File: src/hw/sparcIsaPkg.sv
package sparcIsaPkg;

    // LSB of each instruction field
    localparam int OpLsb = 30;
    localparam int RdLsb = 25;
    localparam int Op2Lsb = 22;
    localparam int Op3Lsb = 19;
    localparam int Rs1Lsb = 14;
    localparam int IBit = 13; // Selects simm13 over rs2
    localparam int Rs2Lsb = 0;

    localparam int RegAddrW = 5;
    localparam int Simm13W = 13;
    localparam int Imm22W = 22;
    localparam int SethiShift = 10;

    localparam logic [1:0] OpMem = 2'b11;
    localparam logic [1:0] OpFmt2 = 2'b00; // SETHI, branches and NOP
    localparam logic [2:0] Op2Sethi = 3'b100;

    // Load and store group
    localparam logic [5:0] Op3Ldsb = 6'b001001;
    localparam logic [5:0] Op3Ldsh = 6'b001010;
    localparam logic [5:0] Op3Ld = 6'b000000;
    localparam logic [5:0] Op3Ldub = 6'b000001;
    localparam logic [5:0] Op3Lduh = 6'b000010;
    localparam logic [5:0] Op3Stb = 6'b000101;
    localparam logic [5:0] Op3Sth = 6'b000110;
    localparam logic [5:0] Op3St = 6'b000100;

    typedef enum logic [1:0] {
        SizeByte = 2'b00,
        SizeHalf = 2'b01,
        SizeWord = 2'b10
    } accessSizeT;

    typedef struct packed {
        logic memEnable;
        logic isStore;
        accessSizeT accessSize;
        logic signExtend;
        logic rfWrite;
        logic isSethi;
        logic illegal;
    } decodedCtrlT;

endpackage

File: src/hw/lsuCfgPkg.sv
package lsuCfgPkg;

    localparam int DataW = 32;
    localparam int NumRegs = 32;
    localparam int MemBytes = 512;
    localparam int MemAddrW = 9;
    localparam int ApbAddrW = 12;

    // APB address map
    localparam logic [ApbAddrW-1:0] AddrInstr = 12'h000;
    localparam logic [ApbAddrW-1:0] AddrRegBase = 12'h080; // r0 here and rn at base + 4n
    localparam logic [ApbAddrW-1:0] AddrRegLast = 12'h0FC;

endpackage

File: src/hw/instrDecoder.sv
`timescale 1ns/1ps

module instrDecoder
(
    input  logic [lsuCfgPkg::DataW-1:0] instr,
    output sparcIsaPkg::decodedCtrlT    ctrl
);

    logic [1:0] op;
    logic [2:0] op2;
    logic [5:0] op3;
    sparcIsaPkg::accessSizeT sizeFromOp3;

    assign op = instr[sparcIsaPkg::OpLsb +: 2];
    assign op2 = instr[sparcIsaPkg::Op2Lsb +: 3];
    assign op3 = instr[sparcIsaPkg::Op3Lsb +: 6];

    // Low two op3 bits carry the access size in this group
    always_comb
    begin
        case (op3[1:0])
            2'b01: sizeFromOp3 = sparcIsaPkg::SizeByte;
            2'b10: sizeFromOp3 = sparcIsaPkg::SizeHalf;
            default: sizeFromOp3 = sparcIsaPkg::SizeWord;
        endcase
    end

    always_comb
    begin
        ctrl = '0; // NOP leaves everything off
        case (op)
            sparcIsaPkg::OpFmt2:
            begin
                if (instr != '0)
                begin
                    if (op2 == sparcIsaPkg::Op2Sethi)
                    begin
                        ctrl.isSethi = 1'b1;
                        ctrl.rfWrite = 1'b1;
                    end
                    else
                        ctrl.illegal = 1'b1; // Branches are not supported
                end
            end
            sparcIsaPkg::OpMem:
            begin
                case (op3)
                    sparcIsaPkg::Op3Ldsb, sparcIsaPkg::Op3Ldsh, sparcIsaPkg::Op3Ld,
                    sparcIsaPkg::Op3Ldub, sparcIsaPkg::Op3Lduh:
                    begin
                        ctrl.memEnable = 1'b1;
                        ctrl.rfWrite = 1'b1;
                        ctrl.accessSize = sizeFromOp3;
                        ctrl.signExtend = op3[3]; // Only LDSB and LDSH
                    end
                    sparcIsaPkg::Op3Stb, sparcIsaPkg::Op3Sth, sparcIsaPkg::Op3St:
                    begin
                        ctrl.memEnable = 1'b1;
                        ctrl.isStore = 1'b1;
                        ctrl.accessSize = sizeFromOp3;
                    end
                    default: ctrl.illegal = 1'b1;
                endcase
            end
            default: ctrl.illegal = 1'b1; // CALL and arithmetic formats
        endcase
    end

endmodule

File: config.mk
export PLATFORM = sky130hd
export DESIGN_NAME = instrDecoder
export DESIGN_NICKNAME = d
export VERILOG_FILES = /design/src/hw/sparcIsaPkg.sv /design/src/hw/lsuCfgPkg.sv /design/src/hw/instrDecoder.sv
export SDC_FILE = /design/constraint.sdc
export NUM_CORES = 1
export LEC_CHECK = 0
export BUFFER_PORTS_ARGS = -buffer_cell sky130_fd_sc_hd__buf_2
export CAP_MARGIN = 20
export CELL_PAD_IN_SITES_DETAIL_PLACEMENT = 0
export CELL_PAD_IN_SITES_GLOBAL_PLACEMENT = 2
export CORE_ASPECT_RATIO = 0.9
export CORE_MARGIN = 2
export CORE_UTILIZATION = 14
export DETAILED_ROUTE_END_ITERATION = 8
export PLACE_DENSITY_LB_ADDON = 0.1
export SLEW_MARGIN = 25
export SYNTH_ARGS = -nofsm -noshare
export SYNTH_HDL_FRONTEND = slang
export SYNTH_SLANG_ARGS = --single-unit
File: constraint.sdc
create_clock -name vclk -period 6.1
set_clock_uncertainty 0.2 [all_clocks]
set_input_delay 1.22 -clock vclk [all_inputs]
set_output_delay 1.22 -clock vclk [all_outputs]
set_load 0.01 [all_outputs]
=== After elaboration in Yosys (flattened, before gate mapping) ===
Cells that the tools add are included.
W data, S select, Z words.

* Bits in registers: 0
* Input bits: 32
* Output and inout bits: 8
* Word-level logic and storage cells: 30

* Equality and inequality tests: 11
* Muxes and demuxes: 13
* Reductions and logical operators: 6

{| class="wikitable"
|+ Operators with widths
! operator !! count
|-
| $reduce_bool A32 Y1 || 1
|-
| $eq A6 B3 Y1 const B || 3
|-
| $eq A6 B4 Y1 const B || 2
|-
| $reduce_or A8 Y1 || 1
|-
| $eq A6 B1 Y1 const B || 1
|-
| $eq A6 B2 Y1 const B || 1
|-
| $logic_not A6 Y1 || 1
|-
| $mux W2 || 3
|-
| $mux W1 || 5
|-
| $mux W5 || 1
|-
| $reduce_or A5 Y1 || 1
|-
| $eq A2 B2 Y1 const B || 2
|-
| $pmux W1 S2 || 2
|-
| $pmux W2 S2 || 1
|-
| $eq A3 B3 Y1 const B || 1
|-
| $mux W3 || 1
|-
| $reduce_or A3 Y1 || 1
|-
| $eq A2 B1 Y1 const B || 1
|-
| $logic_not A2 Y1 || 1
|}

=== Longest topological paths before layout ===
* Depth after elaboration: 4
* Mapped depth: 6
* Gate-level depth less buffers: 6

=== Least setup slack after synthesis ===
Ideal clock, no wire load.

* Kind: input -> output
* Start point: in instr[19] in the netlist's numbering
* End point: out ctrl[5] in the netlist's numbering
* Arrival time: 2.485 ns
* Required time: 4.680 ns
* Path slack: 2.195 ns
* Cell stages on the path: 6
* Path buffers: 0
* Path through: inv_1 > ha_1 > nor3_1 > or4b_4 > nor2_1 > nor2b_1

{| class="wikitable"
|+ RTL lines
! what !! line !! RTL
|-
| from (decl) || instrDecoder.sv:5 || <nowiki>input logic [lsuCfgPkg::DataW-1:0] instr,</nowiki>
|-
| to (decl) || instrDecoder.sv:6 || <nowiki>output sparcIsaPkg::decodedCtrlT ctrl</nowiki>
|}

==> flow_summary.toml <==
[global_routing]
use_met1_pct = 8.43
grt_usage_pct = 7.49
grt_pass1_vias = 354
grt.busiest_layer = "met2"
grt_pass1_wl_mm = 1.39
grt_max_degree = 9
grt-ovfl-total = 0
grt_use_met3_pct = 1.30
use_met2_pct = 15.6
antenna_found_initial = 0

[timing]
fin_crit_ns = 4.10
rsz0062_at_grt = "false"
slew_violations = 0
setup_violations = 0
finalCritPeriodShare_pct = 67.2
fmax_ghz = 0.244
finalSetupTns_ns = 0
worstMarginPinSlew_ns = 0.351
relSlewSlack_pct = 76.4
hold_viol = 0

[setup_path]
crit_start = "instr[19]"
crit_end = "ctrl[3]"
critPathSlowestCell = "or4b_4"
cp_top_family = "simple AND/OR/NAND/NOR gates"
cp_data_required_time_ns = 4.68
cp.arrival_ns = 2.68
endpoint_kind = "output port"
cp_num_buf_inv = 3
crit_type = "in -> out"
cp_common_cell = "buf_2"
crit_chain = "buf_2 > inv_1 > ha_1 > nor3_1 > or4b_4 > or2_1 > nor3b_2 > buf_2"
cp_num_cells = 8
worstSetupStartpointType = "input pin"
crit_fanout = 4
max_stage_delay_ns = 0.50

[synth]
synth_cell_type_count = 21
synth-seq-area-share_pct = 0
syn_area_per_cell_um2 = 7.19
syn_nets = 76
yosysWarnings = 0
synthCells = 39
syn_area_um2 = 280

[finish]
nets = 117
seq_cells = 0
clkbuf_count = 0
nFillCells = 226
drive_gt1_share_pct = 53.8
area_delta_synth_final_pct = 81.2
num_antenna_cells = 0
regArea_um2 = 0

[pwr]
switching_share_pct = 44.9
power_density_nw_per_um2 = 46.4
design_power_total_mw = 0.0235
comb_power_share_pct = 100.0
p_sw_mw = 0.0106
clock_power_share_pct = 0
p_seq_share_pct = 0
irDropWorstVdd_uv = 14.0
leakage_nw = 0.269
p_int_mw = 0.0130

[placement]
globalplace.congestion = 0.617
portBuffers = 40
place_hpwl_um = 959

[detailed_routing]
drt-total-wl_mm = 1.03
vias = 436
avgViaCountPerCell = 4.23
postRouteAntennaNets = 0
avgRoutedWirePerCell_um = 9.97
dr.pass1.iters = 2
drc = 0
drt_iter0_markers = 2

[run_status]
status = "complete, no violations"

[clock_tree]
post_cts_resized = 0
cts_setup_buffers = 0
holdBufCountCts = 0

[floorplanning]
pin_count = 40
start_util_pct = 14.8
fp.dieArea_um2 = 2380
core-area_um2 = 1900
die_y_um = 46.4
row_count = 15
die_width_um = 51.2

[flow_run]
drv_cap = 0

[min_path]
hp-class = "in -> out"
area by class of cell:
class / count / area, um^2 / share of cell area, %
Multi-Input combinational cell: 34 / 262 / 51.5
Timing Repair Buffer: 40 / 200 / 39.4
Inverter: 4 / 15.0 / 2.96
Tap cell: 25 / 31.3 / 6.16
cell usage after synthesis, drive strengths merged:
master  number  share of area, %
nand4        2               4.5
nor3b        3               9.8
inv          4               5.4
o21a         2               5.4
nor4         6                13
and2         1               2.2
nor2b        1               2.2
or2          1               2.2
or4b         1               4.9
ha           5                22
o22a         1               3.1
nand3b       1               2.7
o221ai       1               3.1
nor2         3               4.0
a21oi        1               1.8
clkbuf       1               1.3
nand2b       1               2.2
nor3         2               3.6
nor4b        1               3.1
o31ai        1               2.7
kinds of logic after synthesis:
kind of cell | count (synthesis) | synth area share [%]
buffers and inverters | 5 | 6.69
and+or+nand+nor | 23 | 54.9
AOI/OAI and AO/OA | 6 | 16.1
adders and majority gates | 5 | 22.3
power by group through the flow:
stage	clock network (mW)	logic (mW)	registers, mW
floorplan	0	0.00969	0
detailed placement	0	0.0239	0
finish	0	0.0235	0
CTS	0	0.0241	0
global placement	0	0.0241	0
global route	0	0.0268	0
per-stage QoR:
step | setup WS [ns] | area [um^2] | utilization, % | std cells | hold slack [ns]
2_1_floorplan | 2.20 | 280 | - | 39 | 2.38
3_3_place_gp | 2.02 | 508 | 26.8 | 103 | 2.60
3_5_place_dp | 1.98 | 508 | 26.8 | 103 | 2.60
4_1_cts | 1.98 | 508 | 26.8 | 103 | 2.60
5_1_grt | 1.91 | 508 | 26.8 | 103 | 2.62
6_report | 2.00 | 508 | 26.8 | 103 | 2.59
worst min-delay path by stage:
stage | endpoint | cells after the start | slack [ns] | startpoint
final | ctrl[6] | 3 | 2.59 | instr[22]
after global routing | ctrl[6] | 3 | 2.62 | instr[22]
after CTS | ctrl[6] | 3 | 2.60 | instr[22]
after detailed placement | ctrl[6] | 3 | 2.60 | instr[22]
after global placement | ctrl[6] | 3 | 2.60 | instr[22]
after floorplan | ctrl[3] | 2 | 2.38 | instr[21]
layout by cell type (no fill, tap or decap), drive strengths merged, types with 2 or more instances in the layout:
cell type	Yosys	final
nor2	3	3
nor3	2	2
inv	4	4
ha	5	5
nor4	6	6
buf	0	40
o21a	2	2
nand4	2	2
nor3b	3	3
layer usage:
layer,vias to the layer above,part of all wire (%)
met5,-,0
met3,0,13
met1,186,40
met4,0,0
met2,22,47
li1,228,-
Note: power is estimated with default switching activity, not from simulation.
