File: src/hw/sparcIsaPkg.sv
package sparcIsaPkg;

    // LSB of each instruction field
    localparam int OpLsb = 30;
    localparam int RdLsb = 25;
    localparam int Op2Lsb = 22;
    localparam int Op3Lsb = 19;
    localparam int Rs1Lsb = 14;
    localparam int IBit = 13; // Selects simm13 over rs2
    localparam int Rs2Lsb = 0;

    localparam int RegAddrW = 5;
    localparam int Simm13W = 13;
    localparam int Imm22W = 22;
    localparam int SethiShift = 10;

    localparam logic [1:0] OpMem = 2'b11;
    localparam logic [1:0] OpFmt2 = 2'b00; // SETHI, branches and NOP
    localparam logic [2:0] Op2Sethi = 3'b100;

    // Load and store group
    localparam logic [5:0] Op3Ldsb = 6'b001001;
    localparam logic [5:0] Op3Ldsh = 6'b001010;
    localparam logic [5:0] Op3Ld = 6'b000000;
    localparam logic [5:0] Op3Ldub = 6'b000001;
    localparam logic [5:0] Op3Lduh = 6'b000010;
    localparam logic [5:0] Op3Stb = 6'b000101;
    localparam logic [5:0] Op3Sth = 6'b000110;
    localparam logic [5:0] Op3St = 6'b000100;

    typedef enum logic [1:0] {
        SizeByte = 2'b00,
        SizeHalf = 2'b01,
        SizeWord = 2'b10
    } accessSizeT;

    typedef struct packed {
        logic memEnable;
        logic isStore;
        accessSizeT accessSize;
        logic signExtend;
        logic rfWrite;
        logic isSethi;
        logic illegal;
    } decodedCtrlT;

endpackage

File: src/hw/lsuCfgPkg.sv
package lsuCfgPkg;

    localparam int DataW = 32;
    localparam int NumRegs = 32;
    localparam int MemBytes = 512;
    localparam int MemAddrW = 9;
    localparam int ApbAddrW = 12;

    // APB address map
    localparam logic [ApbAddrW-1:0] AddrInstr = 12'h000;
    localparam logic [ApbAddrW-1:0] AddrRegBase = 12'h080; // r0 here and rn at base + 4n
    localparam logic [ApbAddrW-1:0] AddrRegLast = 12'h0FC;

endpackage

File: src/hw/registerFile.sv
`timescale 1ns/1ps

module registerFile
(
    input  logic                             Clk,
    input  logic                             rst,
    input  logic [sparcIsaPkg::RegAddrW-1:0] rs1Addr,
    input  logic [sparcIsaPkg::RegAddrW-1:0] rs2Addr,
    input  logic [sparcIsaPkg::RegAddrW-1:0] rdAddr,
    input  logic [sparcIsaPkg::RegAddrW-1:0] hostRdAddr,
    input  logic                             rfWrEn,
    input  logic [sparcIsaPkg::RegAddrW-1:0] rfWrAddr,
    input  logic [lsuCfgPkg::DataW-1:0]      rfWrData,
    input  logic                             hostWrEn,
    input  logic [sparcIsaPkg::RegAddrW-1:0] hostWrAddr,
    input  logic [lsuCfgPkg::DataW-1:0]      hostWrData,
    output logic [lsuCfgPkg::DataW-1:0]      rs1Data,
    output logic [lsuCfgPkg::DataW-1:0]      rs2Data,
    output logic [lsuCfgPkg::DataW-1:0]      rdData,
    output logic [lsuCfgPkg::DataW-1:0]      hostRdData
);

    logic [lsuCfgPkg::DataW-1:0] regs [lsuCfgPkg::NumRegs];

    always_ff @(posedge Clk)
    begin
        if (rst)
        begin
            for (int i = 0; i < lsuCfgPkg::NumRegs; i++)
                regs[i] <= '0;
        end
        else if (rfWrEn && rfWrAddr != '0)
            regs[rfWrAddr] <= rfWrData; // Exec writeback wins
        else if (hostWrEn && hostWrAddr != '0)
            regs[hostWrAddr] <= hostWrData;
    end

    // r0 always reads zero
    assign rs1Data = (rs1Addr == '0) ? '0 : regs[rs1Addr];
    assign rs2Data = (rs2Addr == '0) ? '0 : regs[rs2Addr];
    assign rdData = (rdAddr == '0) ? '0 : regs[rdAddr];
    assign hostRdData = (hostRdAddr == '0) ? '0 : regs[hostRdAddr];

endmodule

File: config.mk
export PLATFORM = sky130hd
export DESIGN_NAME = registerFile
export DESIGN_NICKNAME = d
export VERILOG_FILES = /design/src/hw/sparcIsaPkg.sv /design/src/hw/lsuCfgPkg.sv /design/src/hw/registerFile.sv
export SDC_FILE = /design/constraint.sdc
export NUM_CORES = 2
export LEC_CHECK = 0
export ABC_CLOCK_PERIOD_IN_PS = 3000
export BUFFER_PORTS_ARGS = -buffer_cell sky130_fd_sc_hd__buf_2
export CORE_MARGIN = 2
export CORE_UTILIZATION = 58
export CTS_CLUSTER_DIAMETER = 120
export DETAILED_ROUTE_END_ITERATION = 10
export GPL_ROUTABILITY_DRIVEN = 0
export PLACE_DENSITY = 0.78
export SETUP_SLACK_MARGIN = 0.02
export SLEW_MARGIN = 20
export SYNTH_ARGS = -nofsm -noshare
export SYNTH_HDL_FRONTEND = slang
export SYNTH_SLANG_ARGS = --single-unit
File: constraint.sdc
create_clock -name Clk -period 3 [get_ports Clk]
set_clock_uncertainty 0.05 [all_clocks]
set_input_delay 0.15 -clock Clk [delete_from_list [all_inputs] [get_ports Clk]]
set_output_delay 0.15 -clock Clk [all_outputs]
set_load 0.02 [all_outputs]
# After elaboration in Yosys (flattened, before gate mapping)
# Memories as Yosys holds them, arrays and structs flattened.
# Cells that the tools add are included.
# op_classes
n_mux,19
reduce_logical,10
# op_table
cell,count
two-way mux 32 bit,6
OR reduction 32 bit,2
logical NOT 5 bit,4
two-way mux 1 bit,11
two-way mux 5 bit,2
nonzero test 5 bit,2
logical AND 1 bit,2
# totals
ff_bits,0
ramBits,1024
input_bits,98
out_inout_bits,128
wordCells,30
n_memories,1
# mem_list
name,words,word_bits,read_ports,rd_clocked_by_memory_dff,write_ports,line_no,text
regs,32,32,4,0,32,registerFile.sv:23,logic [lsuCfgPkg::DataW-1:0] regs [lsuCfgPkg::NumRegs];

# Longest topological paths before layout
# logic_depth
word_depth,8
ltp_mapped,9
ltp_nobuf,5

# Least setup slack after synthesis
# Ideal clock, no wire load.
# synth_timing
path_type,input to register
start,input rfWrAddr[4] in the netlist's numbering
end,memory regs[16][0] in the netlist's numbering (enable)
setup_ps,389
arrival_ps,2616
required_ps,2561
setup_slack_ps,-55
path_stages,7
path_buffers,2
cell_sequence,nor4_4 -> a21o_1 -> mux2i_2 -> buf_4 -> o211ai_1 -> buf_2 -> nand2_1
# synth_lines
item,line_no,text
"start, declared",registerFile.sv:12,"input logic [sparcIsaPkg::RegAddrW-1:0] rfWrAddr,"
"end, declared",registerFile.sv:23,

# Worst setup path in the final report
# layout_timing
start,input hostRdAddr[1] in the netlist's numbering
end,output hostRdData[12] in the netlist's numbering
# layout_via
elab_chain_len,2
word_cells_on_any_way,3
classes_between,mux: 1; reduce/logical: 1; memory: 1
# layout_rtl
item,line_no,text
"start, declared",registerFile.sv:10,"input logic [sparcIsaPkg::RegAddrW-1:0] hostRdAddr,"
memory read (32 x 32 bit) / logical NOT 5 bit (equally long branches),-,
two-way mux 32 bit (*),registerFile.sv:42,assign hostRdData = (hostRdAddr == '0) ? '0 : regs[hostRdAddr];
"end, declared",registerFile.sv:20,output logic [lsuCfgPkg::DataW-1:0] hostRdData
# Mark *: on every way between the ends. The rest lies on a longest branch, timed or not.

==> results.md <==
* Status: complete, but fails checks
* Violations in the final reports: negative setup slack
* Commonest register cell after synthesis: sky130_fd_sc_hd__edfxtp_1
* Routed WL per cell at roughly 39 um
* Syn Std Cell Area at 0.0700 mm^2
* Most numerous cell in the Yosys netlist: sky130_fd_sc_hd__nor2_1
* Post-synthesis async set-or-reset flop share at 0%
* # setup viols final at 17
* DR vias/cell at 8.05
* Maximum clock frequency at 313 MHz
* Post-Place Cells at between 6k and 7k
* Critical-path cell list: buf_8 -> or3_2 -> buf_12 -> buf_4 -> o221ai_1 -> a211oi_4 -> a211oi_1 -> buf_2
* Clock Tree Buf Depth at 3
* Total power per unit cell area at around 500 mW/mm^2
* Kind of critical path: input pin to output port
* Unrepaired setup endpoints after global routing: yes
* Final wirelength at between 200 and 300 mm
* Synth-to-layout area growth at 15.4%
* Startpoint class of the critical path: input pin
* Total gr overflow at 0
* H-tree depth at 3
* Classification of the worst-slack hold path: input pin to flop
* Core Box Area at 0.120 mm^2
* Critical path origin: hostRdAddr[1]
* Commonest cells in the synthesized netlist: 1,160 x sky130_fd_sc_hd__nor2_1, 1,024 x sky130_fd_sc_hd__edfxtp_1, 976 x sky130_fd_sc_hd__mux4_2
* Count of cell types in the netlist at 58
* Total track usage at between 40 and 50%
* Number of cells in the finished layout apart from fillers at 6,876
* Overall Power at 40,500 uW
* Required time at the endpoint of the critical path at 2800 ps
* Yosys reg bits at 1,024
* Hold path start: hostWrAddr[1]
* Global-route wire length before repair at 386 mm
* CTS Buf Count at 108
* Clock period minus worst slack at between 3000 and 4000 ps
* Master cell of the clock root buffer: sky130_fd_sc_hd__clkbuf_16
* First-pass iteration count of the detailed router at 7
* Relative max-transition margin at 28.8%
* Least-Margin Pin Slew at 1060 ps
* DR iter-0 viols at 12.0k
* Critical path endpoint category: output port
* Proportion of synthesized chip area in sequential cells at 43.9%
* Leak Pwr at approximately 0.028 uW
* Buffers and inverters on the worst path at 4
* Delay of the slowest cell on the worst path at 860 ps
* Detailed-route DRC error count at 0
* Layout Nets at around 5.3k
* Crit-path slowest cell: sky130_fd_sc_hd__a211oi_1
* Post-DP HPWL at approximately 170 mm
* Cell type with the highest aggregate area in the netlist: sky130_fd_sc_hd__edfxtp_1
* Per-instance average area after synthesis at 14.4 um^2
* Final Core Density at 67.5%
* Setup slack of the critical path after layout at -190 ps
* Buffers inserted during post-CTS setup optimization at 0
* Register with the most flip-flops: regs
* Initial Utilization at 58.5%
* Cell types occupying the most area after synthesis: sky130_fd_sc_hd__edfxtp_1 44%, sky130_fd_sc_hd__mux4_2 31%, sky130_fd_sc_hd__mux2i_1 7.0%
* Clock transition time at the flip-flop clock pins of the worst setup and hold paths at 60 ps
* Hold violation count in the final report at 0
* Die Width at 352 um
* Antenna-violating nets left at 0
* Gate Count Post-Synth at 4,872
* Number of antenna violations at the first check in global routing at 6
* CP top delay family: compound AO/OA/AOI/OAI gates
* Final Max Tran Viols at 0
* Number of global-route vias before repair at approximately 55k
* Total number of yosys warnings at 0
* CTS tree: yes
* Largest vdd supply drop at around 510 uV
* Count of vias placed by the detailed router at about 55k
* Pin count of the biggest net entering global routing at 57
* Maxcap violations at 0
* Standard-cell rows at 127
* Max reg flops at ~1k
* Post-synth top area share at 43.9%
* Post-route worst hold slack at 41.6 ps
* Die Outline Area at 0.124 mm^2
* EDFF count, synth at 1,024
* Fraction of layout cells with a size suffix above 1 at 37.9%
* Leading registers by flop count: regs x1024
* Die extent in y at 352 um
* Critical Path AT at 2990 ps
* Total I/O pin count at 226
* Setup slack after placement at 130 ps
* Buffers added on ports at 225
* Final period utilization at 106%
* Number of sinks on the clock net at 1,024
* Biggest fanout along the worst timing path at 22
where the power goes:
part           switching [uW]  internal (uW)  total, uW
clock                    6050           7700      13800
combinational            5200           4090       9290
sequential                866          16600      17500
total                   12100          28400      40500
routing by layer:
layer | up-vias | share of wire, % | wire, um | global-route usage [%]
met4 | 6 | 10 | 28000 | 34.3
met2 | 6694 | 42 | 114000 | 62.4
met5 | - | 0.019 | 51 | 0.510
li1 | 20208 | - | - | -
met3 | 1718 | 19 | 51400 | 20.4
met1 | 26739 | 28 | 77100 | 52.9
cells by family after synthesis:
kind of cell / count (synthesis) / share of synthesized area, %
DFF: 1024 / 43.9
other: 1 / 0.00535
muxes: 1494 / 39.3
buffers and inverters: 570 / 4.42
and+or+nand+nor: 1316 / 7.62
AOI/OAI and AO/OA: 467 / 4.79
what timing repair did:
| action | 4_1_cts | 5_1_grt |
|---|---|---|
| setup endpoints to repair | 23 | 44 |
| cloned | 0 | 0 |
| pin swaps | 7 | 7 |
| endpoints found under the hold margin | 974 | 0 |
| hold buffers | 67 | 0 |
| resized for setup | 27 | 57 |
cell usage in the layout, fill, tap and decap left out, drive strengths merged, types with 3 or more instances in the layout:
cell type | Yosys | layout
nor3b | 3 | 3
edfxtp | 1024 | 1024
and3 | 4 | 4
o211ai | 17 | 17
o22ai | 119 | 119
clkinvlp | 0 | 6
a2111oi | 4 | 4
a211oi | 75 | 75
inv | 4 | 7
nor3 | 16 | 16
diode | 0 | 13
or3 | 4 | 4
nor2 | 1177 | 1177
or2 | 3 | 3
nor2b | 10 | 10
dlygate4sd3 | 0 | 67
mux2i | 516 | 516
mux4 | 976 | 976
a22o | 40 | 40
nor4b | 3 | 3
buf | 355 | 644
o21ai | 114 | 114
and2 | 5 | 5
clkbuf | 211 | 134
nand2 | 53 | 53
nand3 | 7 | 7
o221ai | 27 | 27
a21o | 3 | 3
conb | 1 | 32
a22oi | 26 | 26
nor4 | 13 | 13
nand2b | 11 | 11
clkinv | 0 | 49
a21oi | 37 | 37
bufinv | 0 | 11
area by class of cell:
type	instances	area, um^2
antenna	13	32.5
fill	7756	39000
clock inverter	69	644
inverter	4	15.0
multi-input combinational	3309	37100
sequential	1024	30700
tap	1612	2020
clock buffer	134	2860
timing repair buffer	711	7410
worst paths after layout:
check / end / slack (ps) / cells past startpoint
setup / recovery: hostRdData[12] / -190 / 8
hold / removal: regs[27][31] / 40 / 4
metrics by stage:
stage,instance area (um^2),TNS (ps)
2_1_floorplan,70200,0
3_3_place_gp,76300,0
3_5_place_dp,76300,0
4_1_cts,80500,0
5_1_grt,80800,-35.7
6_report,80800,-491
Power figures use the tool's default switching activity.
