--- src/hw/sparcIsaPkg.sv ---
package sparcIsaPkg;

    // LSB of each instruction field
    localparam int OpLsb = 30;
    localparam int RdLsb = 25;
    localparam int Op2Lsb = 22;
    localparam int Op3Lsb = 19;
    localparam int Rs1Lsb = 14;
    localparam int IBit = 13; // Selects simm13 over rs2
    localparam int Rs2Lsb = 0;

    localparam int RegAddrW = 5;
    localparam int Simm13W = 13;
    localparam int Imm22W = 22;
    localparam int SethiShift = 10;

    localparam logic [1:0] OpMem = 2'b11;
    localparam logic [1:0] OpFmt2 = 2'b00; // SETHI, branches and NOP
    localparam logic [2:0] Op2Sethi = 3'b100;

    // Load and store group
    localparam logic [5:0] Op3Ldsb = 6'b001001;
    localparam logic [5:0] Op3Ldsh = 6'b001010;
    localparam logic [5:0] Op3Ld = 6'b000000;
    localparam logic [5:0] Op3Ldub = 6'b000001;
    localparam logic [5:0] Op3Lduh = 6'b000010;
    localparam logic [5:0] Op3Stb = 6'b000101;
    localparam logic [5:0] Op3Sth = 6'b000110;
    localparam logic [5:0] Op3St = 6'b000100;

    typedef enum logic [1:0] {
        SizeByte = 2'b00,
        SizeHalf = 2'b01,
        SizeWord = 2'b10
    } accessSizeT;

    typedef struct packed {
        logic memEnable;
        logic isStore;
        accessSizeT accessSize;
        logic signExtend;
        logic rfWrite;
        logic isSethi;
        logic illegal;
    } decodedCtrlT;

endpackage

--- src/hw/lsuCfgPkg.sv ---
package lsuCfgPkg;

    localparam int DataW = 32;
    localparam int NumRegs = 32;
    localparam int MemBytes = 512;
    localparam int MemAddrW = 9;
    localparam int ApbAddrW = 12;

    // APB address map
    localparam logic [ApbAddrW-1:0] AddrInstr = 12'h000;
    localparam logic [ApbAddrW-1:0] AddrRegBase = 12'h080; // r0 here and rn at base + 4n
    localparam logic [ApbAddrW-1:0] AddrRegLast = 12'h0FC;

endpackage

--- src/hw/loadStoreExec.sv ---
`timescale 1ns/1ps

module loadStoreExec
(
    input  logic                             Clk,
    input  logic                             rst,
    input  logic                             start,
    input  logic [lsuCfgPkg::DataW-1:0]      instrWord,
    input  sparcIsaPkg::decodedCtrlT         ctrl,
    input  logic [lsuCfgPkg::DataW-1:0]      rs1Data,
    input  logic [lsuCfgPkg::DataW-1:0]      rs2Data,
    input  logic [lsuCfgPkg::DataW-1:0]      rdData,
    input  logic [lsuCfgPkg::DataW-1:0]      memRdData,
    output logic [sparcIsaPkg::RegAddrW-1:0] rs1Addr,
    output logic [sparcIsaPkg::RegAddrW-1:0] rs2Addr,
    output logic [sparcIsaPkg::RegAddrW-1:0] rdAddr,
    output logic                             rfWrEn,
    output logic [sparcIsaPkg::RegAddrW-1:0] rfWrAddr,
    output logic [lsuCfgPkg::DataW-1:0]      rfWrData,
    output logic                             memWrEn,
    output logic [lsuCfgPkg::MemAddrW-1:0]   memAddr,
    output logic [lsuCfgPkg::DataW-1:0]      memWrData,
    output sparcIsaPkg::accessSizeT          memSize,
    output logic                             memSignExt,
    output logic                             done,
    output logic                             illegal
);

    logic [lsuCfgPkg::DataW-1:0] simmExt;
    logic [lsuCfgPkg::DataW-1:0] effAddr;
    logic [lsuCfgPkg::MemAddrW-1:0] alignedAddr;
    logic busyQ; // Access stage valid
    sparcIsaPkg::decodedCtrlT ctrlQ;
    logic [lsuCfgPkg::MemAddrW-1:0] addrQ;
    logic [lsuCfgPkg::DataW-1:0] storeDataQ;
    logic [sparcIsaPkg::RegAddrW-1:0] rdQ;
    logic [sparcIsaPkg::Imm22W-1:0] imm22Q;

    assign rs1Addr = instrWord[sparcIsaPkg::Rs1Lsb +: sparcIsaPkg::RegAddrW];
    assign rs2Addr = instrWord[sparcIsaPkg::Rs2Lsb +: sparcIsaPkg::RegAddrW];
    assign rdAddr = instrWord[sparcIsaPkg::RdLsb +: sparcIsaPkg::RegAddrW];

    assign simmExt = {{(lsuCfgPkg::DataW - sparcIsaPkg::Simm13W){
                          instrWord[sparcIsaPkg::Simm13W-1]}},
                      instrWord[sparcIsaPkg::Simm13W-1:0]};
    assign effAddr = rs1Data + (instrWord[sparcIsaPkg::IBit] ? simmExt : rs2Data);

    // Wrap to memory size, then drop the low bits by access size
    always_comb
    begin
        alignedAddr = effAddr[lsuCfgPkg::MemAddrW-1:0];
        if (ctrl.accessSize == sparcIsaPkg::SizeHalf)
            alignedAddr[0] = 1'b0;
        else if (ctrl.accessSize == sparcIsaPkg::SizeWord)
            alignedAddr[1:0] = 2'b00;
    end

    always_ff @(posedge Clk)
    begin
        if (rst)
        begin
            busyQ <= 1'b0;
            ctrlQ <= '0;
        end
        else
        begin
            busyQ <= start;
            if (start)
                ctrlQ <= ctrl;
        end
    end

    always_ff @(posedge Clk)
    begin
        if (start)
        begin
            addrQ <= alignedAddr;
            storeDataQ <= rdData; // Store source is rd
            rdQ <= rdAddr;
            imm22Q <= instrWord[sparcIsaPkg::Imm22W-1:0];
        end
    end

    assign memAddr = addrQ;
    assign memWrData = storeDataQ;
    assign memSize = ctrlQ.accessSize;
    assign memSignExt = ctrlQ.signExtend;
    assign memWrEn = busyQ & ctrlQ.memEnable & ctrlQ.isStore;

    assign rfWrEn = busyQ & ctrlQ.rfWrite;
    assign rfWrAddr = rdQ;
    assign rfWrData = ctrlQ.isSethi ? {imm22Q, {sparcIsaPkg::SethiShift{1'b0}}} : memRdData;

    assign done = busyQ;
    assign illegal = busyQ & ctrlQ.illegal;

endmodule

--- config.mk ---
export PLATFORM = sky130hd
export DESIGN_NAME = loadStoreExec
export DESIGN_NICKNAME = d
export VERILOG_FILES = /design/src/hw/sparcIsaPkg.sv /design/src/hw/lsuCfgPkg.sv /design/src/hw/loadStoreExec.sv
export SDC_FILE = /design/constraint.sdc
export NUM_CORES = 1
export LEC_CHECK = 0
export BUFFER_PORTS_ARGS = -buffer_cell sky130_fd_sc_hd__clkbuf_2
export CORE_AREA = 2 2 106 108
export CTS_BUF_LIST = sky130_fd_sc_hd__clkbuf_4 sky130_fd_sc_hd__clkbuf_8
export DETAILED_ROUTE_END_ITERATION = 12
export DIE_AREA = 0 0 108 110
export GPL_TIMING_DRIVEN = 0
export PLACE_DENSITY = 0.72
export SYNTH_ARGS = -nofsm -noshare
export SYNTH_HDL_FRONTEND = slang
export SYNTH_SLANG_ARGS = --single-unit
--- constraint.sdc ---
create_clock -name Clk -period 3.55 [get_ports Clk]
set_input_delay 0.8875 -clock Clk [delete_from_list [all_inputs] [get_ports Clk]]
set_output_delay 0.8875 -clock Clk [all_outputs]
set_load 0.05 [all_outputs]
* Word-level counts from Yosys, hierarchy flattened
Index checks and enable logic that the tools add are counted. Widths: inputs -> output; s select.
Operators by class: reductions and logical operators 1, add/sub/neg operators 1, bitwise operators 4, eq/ne operators 2, muxes and demuxes 4
Operators with widths (number):
- $mux 32 | 1
- $add 9x9->9 | 1
- $mux 9 | 1
- $and 1x1->1 | 4
- $eq 2x1->1 const B | 1
- $eq 2x2->1 const B | 1
- $mux 2 | 1
- $reduce_or 2->1 | 1
- $mux 1 | 1
Word-level totals: register bits after elaboration 77, output and inout bits 100, word-level logic and storage cells 25, input bits 171

* Longest topological paths before layout
Gate-level depths: netlist (run 1).
depth in word-level cells 4, mapped depth 9, mapped depth without buffers 8

* Worst setup path after synthesis (run 1)
Ideal clock, no wire load.
path type input to register, start in instrWord[13] in the netlist's numbering, end reg addrQ (netlist bit memAddr[7]), data pin, library setup time 0.259 ns, buffers on the path 1, arrival time 2.506 ns, data required time 3.291 ns, slack 0.785 ns, stages 7, cells stage by stage buf_2 > mux2_1 > ha_1 > a21oi_4 > nand2_2 > a221o_1 > a211o_1
On the way: word-level cells in the longest chain between the ends 2
RTL lines:
- start: declaration | RTL line loadStoreExec.sv:8 | input logic [lsuCfgPkg::DataW-1:0] instrWord,
- $mux 9 | RTL line loadStoreExec.sv:46 | assign effAddr = rs1Data + (instrWord[sparcIsaPkg::IBit] ? simmExt : rs2Data);
- $add 9x9->9 | RTL line loadStoreExec.sv:46
- net alignedAddr (one bit) | RTL line loadStoreExec.sv:31 | logic [lsuCfgPkg::MemAddrW-1:0] alignedAddr;
- end signal: assignment | RTL line loadStoreExec.sv:77 | addrQ <= alignedAddr;
- end: declaration | RTL line loadStoreExec.sv:34 | logic [lsuCfgPkg::MemAddrW-1:0] addrQ;
The timed path passes the listed nets, and every way through them passes these cells. A chain may end at the register's enable or synchronous reset.

* Worst setup path in the final report (run 1)
start reg ctrlQ[1] in the netlist's numbering, end out rfWrData[20] in the netlist's numbering
On the way: word-level cells in the longest chain between the ends 1
RTL lines:
- start: declaration | RTL line loadStoreExec.sv:33 | sparcIsaPkg::decodedCtrlT ctrlQ;
- start signal: assignment | RTL line loadStoreExec.sv:69 | ctrlQ <= ctrl;
- $mux 32 | RTL line loadStoreExec.sv:92 | assign rfWrData = ctrlQ.isSethi ? {imm22Q, {sparcIsaPkg::SethiShift{1'b0}}} : memRdData;
- end: declaration | RTL line loadStoreExec.sv:19 | output logic [lsuCfgPkg::DataW-1:0] rfWrData,
Every way passes these cells.

==> impl_metrics.csv, run 1 <==
group,metric,value,unit
status,status,"complete, no violations",
synth,yosys_warnings,0,
finish,fillers,1023,
timing,slew_headroom,36.0,%
clocking,cts_setup_buffers,0,
timing,finalSetupTns,0,ns
setup_path,crit_fanout,10,
synth,syn_area_per_cell,15.7,um2
drt,wl_per_cell,15.0,um
synth,synthCells,213,
drt,vias_per_cell,4.29,
timing,period_needed,2.82,ns
grt,grt.total_usage,13.8,%
timing,finClkSkew,0,ns
finish,fin_area,0.00481,mm2
synth,syn-cell-area,0.00334,mm2
place,placement.io_buffers,218,
drt,drtIter0Drc,126,
power_and_ir_drop,p_leak,2.29,nW
place,dpl_cell_area,0.00461,mm2
finish,post_route_cells_drive_above_1_share,58.4,%
floorplanning,core_region_area,0.0107,mm2
finish,instances_no_fill,587,
synth,ys_top_cells_by_area,"edfxtp_1, mux2_1, dfxtp_1",
synth,synth_xor_area_share,1.84,%
grt,grt_overflow,0,
finish,nets,624,
synth,synth_fp_nets,395,
place,place.gp.congestion,0.772,
clocking,cts_buffer_depth,2,
synth,synth_top_area_share,61.2,%
timing,max_slew.worst_pin.slew,0.959,ns
setup_path,worstPathArrival,1.93,ns
floorplanning,start_util,31.2,%
setup_path,reg2reg_slack,2.46,ns
synth,synth_fa_ha_area_share,4.35,%
clocking,cts_resized,0,
clocking,htreeDepth,3,
synth,synth_area_leader_cell,"edfxtp_1",
clocking,clkTransAtPathRegs,0.09,ns
synth,synth-compound-area-share,3.52,%
grt,grt_pass1_wl,12100,um
drt,dr.pass1.iters,5,
finish,final_util,45.0,%
timing,setup_viol_count_final,0,
floorplanning,die_h,110,um
timing,rsz0062_at_grt,"false",
grt,antenna_found_initial,0,
power_and_ir_drop,ir_drop,0.000194,V
synth,synth_common_cells,"edfxtp_1, mux2_1, buf_4",
drt,vias,2516,
min_path,hold_class,"flip-flop to flip-flop",
setup_path,critPathKind,"flip-flop to primary output",
finish,n_antenna_cell,0,
clocking,cts_hold_buf,0,
synth,synth_top_family_by_area,"multiplexers",
place,place_hpwl,6950,um
synth,yosys.area_share.simple,5.36,%
run,cap_viol_max_count,0,
finish,syn2layout_area_growth,44.2,%
floorplanning,ios,271,
clocking,cts.sinks,77,
grt,grt_pass1_vias,2410,
clocking,cts_root_buffer,"clkbuf_8",
timing,maxSlewViolCount,0,
timing,final_hold_viol_count,0,
drt,ant_nets,0,
timing,period_share,79.4,%
synth,synth.most_common_cell,"edfxtp_1",
power_and_ir_drop,power,2.45,mW
synth,ys_seq_area_share,66.6,%
clocking,worstSkewPairLatency,0.35,ns
synth,synth.area.mux_share,12.8,%
setup_path,worstSetupEndpointType,"primary output",
floorplanning,fp.dieW,108,um
drt,wirelength,8780,um
finish,seq_area,0.00222,mm2
place,dp.cells,571,
setup_path,cp.required,2.66,ns
synth,ys_seq_elements,77,
grt,grt_max_degree,70,
synth,synth_cell_types,35,
clocking,cts_tree,"yes",
clocking,numCtsBuffers,9,
finish,multi_input_area,930,um2
synth,ys.flop_type,"edfxtp_1",
floorplanning,rows,38,
synth,synth-async-reset-ratio,0,%
power_and_ir_drop,powerDensity,509,mW/mm2
drt,drc,0,
floorplanning,die_area,0.0119,mm2
timing,fmax,0.355,GHz
setup_path,critPathLaunchType,"flip-flop",
synth,synth_edf_count,68,
## flip-flops by register name, summed over array words and instances (netlist names)
name and flops:
ctrlQ 5, done 1, imm22Q 22, memAddr 9, memSignExt 1, memSize 2, memWrData 32, rfWrAddr 5
## power breakdown
part           switching (mW)  internal (mW)
registers              0.0235           1.08
clock network           0.347          0.333
logic                   0.482          0.187
total                   0.852           1.60
## cells in the final DEF, fill, tap and decap left out, types with 2 or more instances in the layout
cell,instances
xnor2_1,5
clkbuf_1,2
buf_2,5
nor2_1,9
edfxtp_1,68
nor2b_1,11
and2_1,3
mux2i_1,10
inv_1,7
xor2_1,2
clkbuf_2,217
ha_1,10
dfxtp_1,9
inv_6,2
clkinv_4,3
clkbuf_8,9
nand2_1,2
nor3_1,2
mux2_1,29
a21oi_1,4
buf_4,17
## per-layer routing
metal,track usage (%),share of wire [%]
met1,16.3,39
met3,2.70,5.6
met2,24.0,53
met5,0,0
met4,7.05,2.1
## worst max-delay path, cell delays in order (launching register included)
cell and delay, ns:
dfxtp_1 0.32, clkbuf_1 0.26, buf_2 0.36, mux2_1 0.39
clkbuf_2 0.25
## area by class of cell
| type | instances | area share (%) |
|---|---|---|
| sequential | 77 | 46.2 |
| timing repair buffer | 218 | 22.7 |
| multi-input combinational | 105 | 19.3 |
| tap | 140 | 3.64 |
| buffer | 24 | 3.33 |
| clock buffer | 9 | 2.57 |
| clock inverter | 7 | 1.69 |
| inverter | 7 | 0.546 |
## final timing paths
| path | to | from | cells past startpoint |
|---|---|---|---|
| max | rfWrData[20] | ctrlQ[1]$_SDFFE_PP0P_ | 4 |
| min | ctrlQ[6]$_SDFFE_PP0P_ | ctrlQ[6]$_SDFFE_PP0P_ | 2 |
| max reg2reg | ctrlQ[1]$_SDFFE_PP0P_ | ctrlQ[1]$_SDFFE_PP0P_ | 4 |
| min reg2reg | ctrlQ[6]$_SDFFE_PP0P_ | ctrlQ[6]$_SDFFE_PP0P_ | 2 |
## logic make-up after synthesis
kind of cell | Yosys count
and+or+nand+nor | 33
muxes | 39
DFF | 77
adders and majority gates | 11
AOI/OAI and AO/OA | 15
buffers and inverters | 31
xor gates and xnor gates | 7
## stage by stage
step,hold slack [ns],setup slack (ns)
2_1_floorplan,0.452,0.785
3_3_place_gp,0.468,0.419
3_5_place_dp,0.480,0.350
4_1_cts,0.499,0.655
5_1_grt,0.511,0.626
6_report,0.494,0.730
No activity file was read; power rests on OpenSTA's default activity.
==> run 2: changes to the inputs <==
Clock period 3.55 ns to 2.65 ns, I/O delays scaled along.
==> run 2 against run 1 <==
Net effect: cell count shrank 0.17%; routed wire length grew 0.25%; clock-buffer cell count is the same; power grew 34%; clock skew is the same; worst hold slack lost 0.014 ns; sequential share of layout area is essentially flat; via count grew 0.16%; non-clock buffer count shrank 1; sequential power grew 34%; global-route usage is the same; combinational power grew 34%.
==> impl_metrics.csv, run 2 (synthesis results as in run 1) <==
group,metric,value,unit
min_path,whs_path_depth,1,
finish,final_cell_mix,"clkbuf_2, edfxtp_1, mux2_1",
timing,period_share,95.2,%
place,dp.cells,571,
drt,dr.pass1.iters,5,
setup_path,worstPathArrival,1.86,ns
grt,grt_pass1_wl,12100,um
clocking,cts.sinks,77,
power_and_ir_drop,ir_drop,0.000258,V
finish,nets,623,
finish,instances_no_fill,586,
min_path,holdPathEnd,"memWrData[24]$_DFFE_PP_",
timing,max_slew.worst_pin.slew,0.961,ns
min_path,hold_class,"primary input to flip-flop",
drt,highest_layer,"met4",
finish,final_util,45.0,%
setup_path,r2r_start,"ctrlQ[1]$_SDFFE_PP0P_",
place,placement.io_buffers,218,
setup_path,crit_slowest_cell,"mux2_1",
setup_path,worstSetupEndpointType,"primary output",
grt,grt.total_usage,13.8,%
finish,largest_reg_flops,32,
clocking,numCtsBuffers,9,
place,dpl_cell_area,0.00461,mm2
drt,ant_nets,0,
floorplanning,start_util,31.2,%
timing,final_hold_viol_count,0,
setup_path,reg2reg_slack,1.56,ns
finish,fillers,1024,
clocking,cts_setup_buffers,0,
finish,fin_area,0.00481,mm2
power_and_ir_drop,p_leak,2.28,nW
setup_path,crit_chain,"clkbuf_1 > buf_2 > mux2_1 > clkbuf_2",
drt,wl_per_cell,15.0,um
place,place.gp.congestion,0.772,
finish,n_antenna_cell,0,
timing,fmax,0.396,GHz
grt,grt_max_degree,70,
floorplanning,core_region_area,0.0107,mm2
clocking,worstSkewPairLatency,0.35,ns
clocking,clkTransAtPathRegs,0.09,ns
timing,slew_headroom,35.9,%
grt,grt_overflow,0,
setup_path,critPathKind,"flip-flop to primary output",
floorplanning,ios,271,
timing,setup_viol_count_final,0,
timing,maxSlewViolCount,0,
finish,syn2layout_area_growth,44.1,%
timing,period_needed,2.52,ns
power_and_ir_drop,powerDensity,682,mW/mm2
clocking,cts_root_buffer,"clkbuf_8",
grt,antenna_found_initial,0,
finish,post_route_cells_drive_above_1_share,58.3,%
drt,drtIter0Drc,127,
timing,rsz0062_at_grt,"false",
run,cap_viol_max_count,0,
drt,route.met3.wl,489,um
finish,layout_commonest_cell,"clkbuf_2",
setup_path,critPathLaunchType,"flip-flop",
drt,drc,0,
place,place_hpwl,6950,um
clocking,cts_hold_buf,0,
drt,m1WireLength,3460,um
floorplanning,die_h,110,um
floorplanning,rows,38,
setup_path,crit_fanout,10,
clocking,htreeDepth,3,
setup_path,max_stage_delay,0.36,ns
setup_path,rr_endpoint,"ctrlQ[1]$_SDFFE_PP0P_",
drt,vias_per_cell,4.30,
floorplanning,die_area,0.0119,mm2
grt,grt_pass1_vias,2410,
drt,vias,2520,
drt,wirelength,8800,um
setup_path,reg2reg_depth,4,
clocking,cts_tree,"yes",
floorplanning,fp.dieW,108,um
clocking,cts_buffer_depth,2,
status,status,"complete, no violations",
setup_path,cp.required,1.99,ns
timing,finClkSkew,0,ns
min_path,min_from,"rdData[24]",
drt,dr_wl_met2,4680,um
-- run 2: changes by cell type in the layout (fill, tap and decap cells not counted), sizes merged --
| cell | delta |
|---|---|
| buf | -1 |
-- run 2: how the worst max path moves through the flow --
stage | slack (ns) | startpoint | depth (start not counted) | to
2_1_floorplan | 0.11 | instrWord[13] | 7 | memAddr[7]$_DFFE_PP_
3_3_place_gp | -0.26 | instrWord[13] | 10 | memAddr[8]$_DFFE_PP_
3_5_place_dp | -0.32 | instrWord[13] | 10 | memAddr[8]$_DFFE_PP_
4_1_cts | 0.07 | instrWord[13] | 10 | memAddr[8]$_DFFE_PP_
5_1_grt | 0.04 | instrWord[13] | 9 | memAddr[8]$_DFFE_PP_
6_report | 0.13 | ctrlQ[1]$_SDFFE_PP0P_ | 4 | rfWrData[30]
-- run 2: repair_timing --
| item | CTS | global route |
|---|---|---|
| endpoints found under the setup margin | 1 | 1 |
| endpoints found under the hold margin | 0 | 0 |
| gates resized for setup | 1 | 0 |
-- run 2: report_power, final --
part           switching [mW]  total, mW  internal [mW]
registers              0.0315       1.47           1.44
clock network           0.462      0.908          0.446
logic                   0.645      0.895          0.250
-- run 2: metal layers --
layer  up-vias  track usage, %
met5         -               0
met4         0            7.05
met3        12            2.70
met2        97            24.0
met1      1194            16.3
li1       1217               -
-- run 2: worst max-delay path: cells and delay by family, from the launching register on --
| kind | cells | cell delay (ns) |
|---|---|---|
| muxes | 1 | 0.36 |
| buffers and inverters | 3 | 0.82 |
| DFF | 1 | 0.32 |
-- run 2: final cells by class --
cell class                      count  area, um2  area share, %
Clock buffer                        9        124           2.58
Clock inverter                      7       81.3           1.69
Tap cell                          140        175           3.64
Buffer                             23        158           3.28
Timing Repair Buffer              218       1090           22.7
Multi-Input combinational cell    105        930           19.3
Inverter                            7       26.3          0.546
Sequential cell                    77       2220           46.2
-- run 2: stage by stage --
step           hold WS [ns]  setup TNS [ns]  setup WS, ns  power [mW]
2_1_floorplan         0.452               0         0.110        2.13
3_3_place_gp          0.468           -1.46        -0.256        2.39
3_5_place_dp          0.480          -0.943        -0.325        2.41
4_1_cts               0.456               0        0.0664        3.32
5_1_grt               0.448               0        0.0375        3.42
6_report              0.480               0         0.127        3.28
==> run 3: changes to the inputs <==
Settings changed: ABC_AREA set to 1, CORE_AREA 2 2 106 108 to 2 2 105 107, DIE_AREA 0 0 108 110 to 0 0 107 109, PLACE_DENSITY 0.72 to 0.75, SKIP_CTS_REPAIR_TIMING set to 1.
==> run 3 against run 2 <==
Net effect: combinational power increased by 2.5%; sequential cell count unchanged; first-iteration DRC count decreased by 38%; synthesized area increased by 5.8%; global-route usage increased by 0.73 points; sequential power about the same; clock skew unchanged; worst setup slack improved by 0.30 ns; die area decreased by 1.8%; critical path type unchanged; largest cell class unchanged; largest power group unchanged; highest routed layer unchanged.
==> impl_metrics.csv, run 3 <==
group,metric,value,unit
floorplanning,die_area,0.0117,mm2
synth,synth-async-reset-ratio,0,%
min_path,min_from,"ctrlQ[6]$_SDFFE_PP0P_",
clocking,htreeDepth,3,
min_path,hold_class,"flip-flop to flip-flop",
grt,grt_overflow,0,
place,dp.cells,647,
synth,syn_area_per_cell,12.3,um2
setup_path,critPathBufInv,3,
finish,n_antenna_cell,0,
timing,period_share,83.7,%
finish,nets,700,
synth,ys.flop_type,"edfxtp_1",
drt,vias_per_cell,4.27,
drt,ant_nets,0,
drt,wirelength,8930,um
finish,syn2layout_area_growth,41.5,%
grt,antenna_found_initial,0,
drt,vias,2833,
finish,layout_commonest_cell,"clkbuf_2",
timing,whs,0.461,ns
floorplanning,ios,271,
drt,route.met3.wl,729,um
grt,grt_pass1_vias,2612,
timing,finClkSkew,0,ns
place,place_hpwl,7180,um
timing,maxSlewViolCount,0,
synth,synth.most_common_cell,"nand2_1",
power_and_ir_drop,ir_drop,0.000333,V
synth,ys_top_cells_by_area,"edfxtp_1, mux2_4, nand2_1",
setup_path,crit_chain,"buf_6 > buf_12 > mux2_4 > clkbuf_2",
floorplanning,rows,38,
synth,ys_seq_elements,77,
synth,synth_cell_types,24,
grt,grt.total_usage,14.5,%
drt,highest_layer,"met4",
synth,synth_fp_nets,470,
finish,fillers,963,
finish,instances_no_fill,663,
timing,worst_slack,0.431,ns
place,place.gp.congestion,0.802,
setup_path,crit_start,"ctrlQ[1]$_SDFFE_PP0P_",
drt,drtIter0Drc,79,
setup_path,crit_fanout,10,
clocking,cts_buffer_depth,2,
floorplanning,core_region_area,0.0106,mm2
setup_path,critPathKind,"flip-flop to primary output",
synth,syn-cell-area,0.00353,mm2
status,status,"complete, no violations",
timing,finalSetupTns,0,ns
clocking,cts_tree,"yes",
finish,post_route_cells_drive_above_1_share,53.9,%
place,dpl_cell_area,0.00482,mm2
setup_path,crit_slowest_cell,"dfxtp_1",
timing,setup_viol_count_final,0,
floorplanning,fp.dieW,107,um
setup_path,cp.required,1.99,ns
synth,yosys_warnings,0,
clocking,cts_root_buffer,"clkbuf_8",
setup_path,worstPathArrival,1.56,ns
power_and_ir_drop,power,3.20,mW
place,placement.io_buffers,218,
drt,dr_wl_met2,4470,um
clocking,cts.sinks,77,
synth,synth_top_area_share,57.8,%
setup_path,r2r_start,"ctrlQ[1]$_SDFFE_PP0P_",
timing,fmax,0.451,GHz
drt,dr.pass1.iters,4,
power_and_ir_drop,p_leak,2.57,nW
setup_path,worstSetupEndpointType,"primary output",
clocking,numCtsBuffers,9,
power_and_ir_drop,powerDensity,640,mW/mm2
run,cap_viol_max_count,0,
synth,synth_edf_count,68,
synth,synthCells,288,
drt,drc,0,
floorplanning,start_util,33.3,%
finish,final_cell_mix,"clkbuf_2, nand2_1, edfxtp_1",
timing,rsz0062_at_grt,"false",
place,post-place-ws,0.142,ns
setup_path,cp_top_family,"buffers and inverters",
clocking,clkTransAtPathRegs,0.08,ns
setup_path,max_stage_delay,0.33,ns
timing,slew_headroom,72.5,%
finish,fin_area,0.00500,mm2
finish,seq_area,0.00222,mm2
synth,synth_area_leader_cell,"edfxtp_1",
clocking,worstSkewPairLatency,0.35,ns
synth,ys_seq_area_share,62.9,%
setup_path,critPathLaunchType,"flip-flop",
timing,max_slew.worst_pin.slew,0.412,ns
synth,synth_common_cells,"nand2_1, edfxtp_1, inv_1",
finish,largest_reg_flops,32,
grt,grt_pass1_wl,12600,um
timing,final_hold_viol_count,0,
finish,final_util,47.2,%
grt,grt_max_degree,46,
timing,period_needed,2.22,ns
drt,wl_per_cell,13.5,um
drt,m1WireLength,3580,um
finish,multi_input_area,966,um2
floorplanning,die_h,109,um
-- run 3: cell count changes after synthesis, sizes merged, moves of 3 or more --
cell | before | now
or2 | 0 | 3
nand3 | 1 | 8
nor2 | 9 | 17
a21oi | 5 | 9
inv | 7 | 37
mux2 | 29 | 22
and2 | 3 | 0
nor2b | 11 | 0
mux2i | 10 | 0
nand2 | 3 | 71
-- run 3: worst reg2reg max path, delay by kind of cell, from the launching register on --
kind / cells / cell delay [ns]
simple gates: 1 / 0.06
flops: 1 / 0.33
compound gates: 1 / 0.12
buf+inv: 2 / 0.30
-- run 3: cell families (layout without fill, tap and decap cells) --
family,Yosys count,count (layout),share of synthesized area [%]
AO/OA/AOI/OAI,12,12,1.95
XOR/XNOR,3,3,0.744
adder cells (fa/ha/maj),11,11,4.11
buffers and inverters,61,296,9.77
flip-flops,77,77,62.9
multiplexers,22,22,8.92
AND/OR/NAND/NOR,102,102,11.6
-- run 3: power by group --
group / leakage, nW / switching (mW) / total [mW] / internal (mW)
clock: 0.0883 / 0.457 / 0.814 / 0.357
sequential: 0.740 / 0.0333 / 1.47 / 1.44
combinational: 1.74 / 0.651 / 0.917 / 0.266
total: 2.57 / 1.14 / 3.20 / 2.06
-- run 3: per-layer routing --
metal,up-vias,track usage (%)
met5,-,0
met4,0,5.66
met3,14,4.54
met2,129,25.4
met1,1293,16.7
li1,1397,-
-- run 3: layout make-up --
cell class / instances / share of cell area (%)
clock inverter: 6 / 0.926
inverter: 37 / 2.78
buffer: 24 / 4.13
timing repair buffer: 219 / 22.3
multi-input combinational: 150 / 19.3
clock buffer: 10 / 2.63
tap: 140 / 3.50
sequential: 77 / 44.4
-- run 3: path summary, 6_finish.rpt --
path                                end  slack (ns)  depth (start not counted)
setup / recovery           rfWrData[14]        0.43                          4
hold / removal    ctrlQ[6]$_SDFFE_PP0P_        0.46                          2
setup reg to reg  ctrlQ[1]$_SDFFE_PP0P_        1.77                          4
hold reg to reg   ctrlQ[6]$_SDFFE_PP0P_        0.46                          2
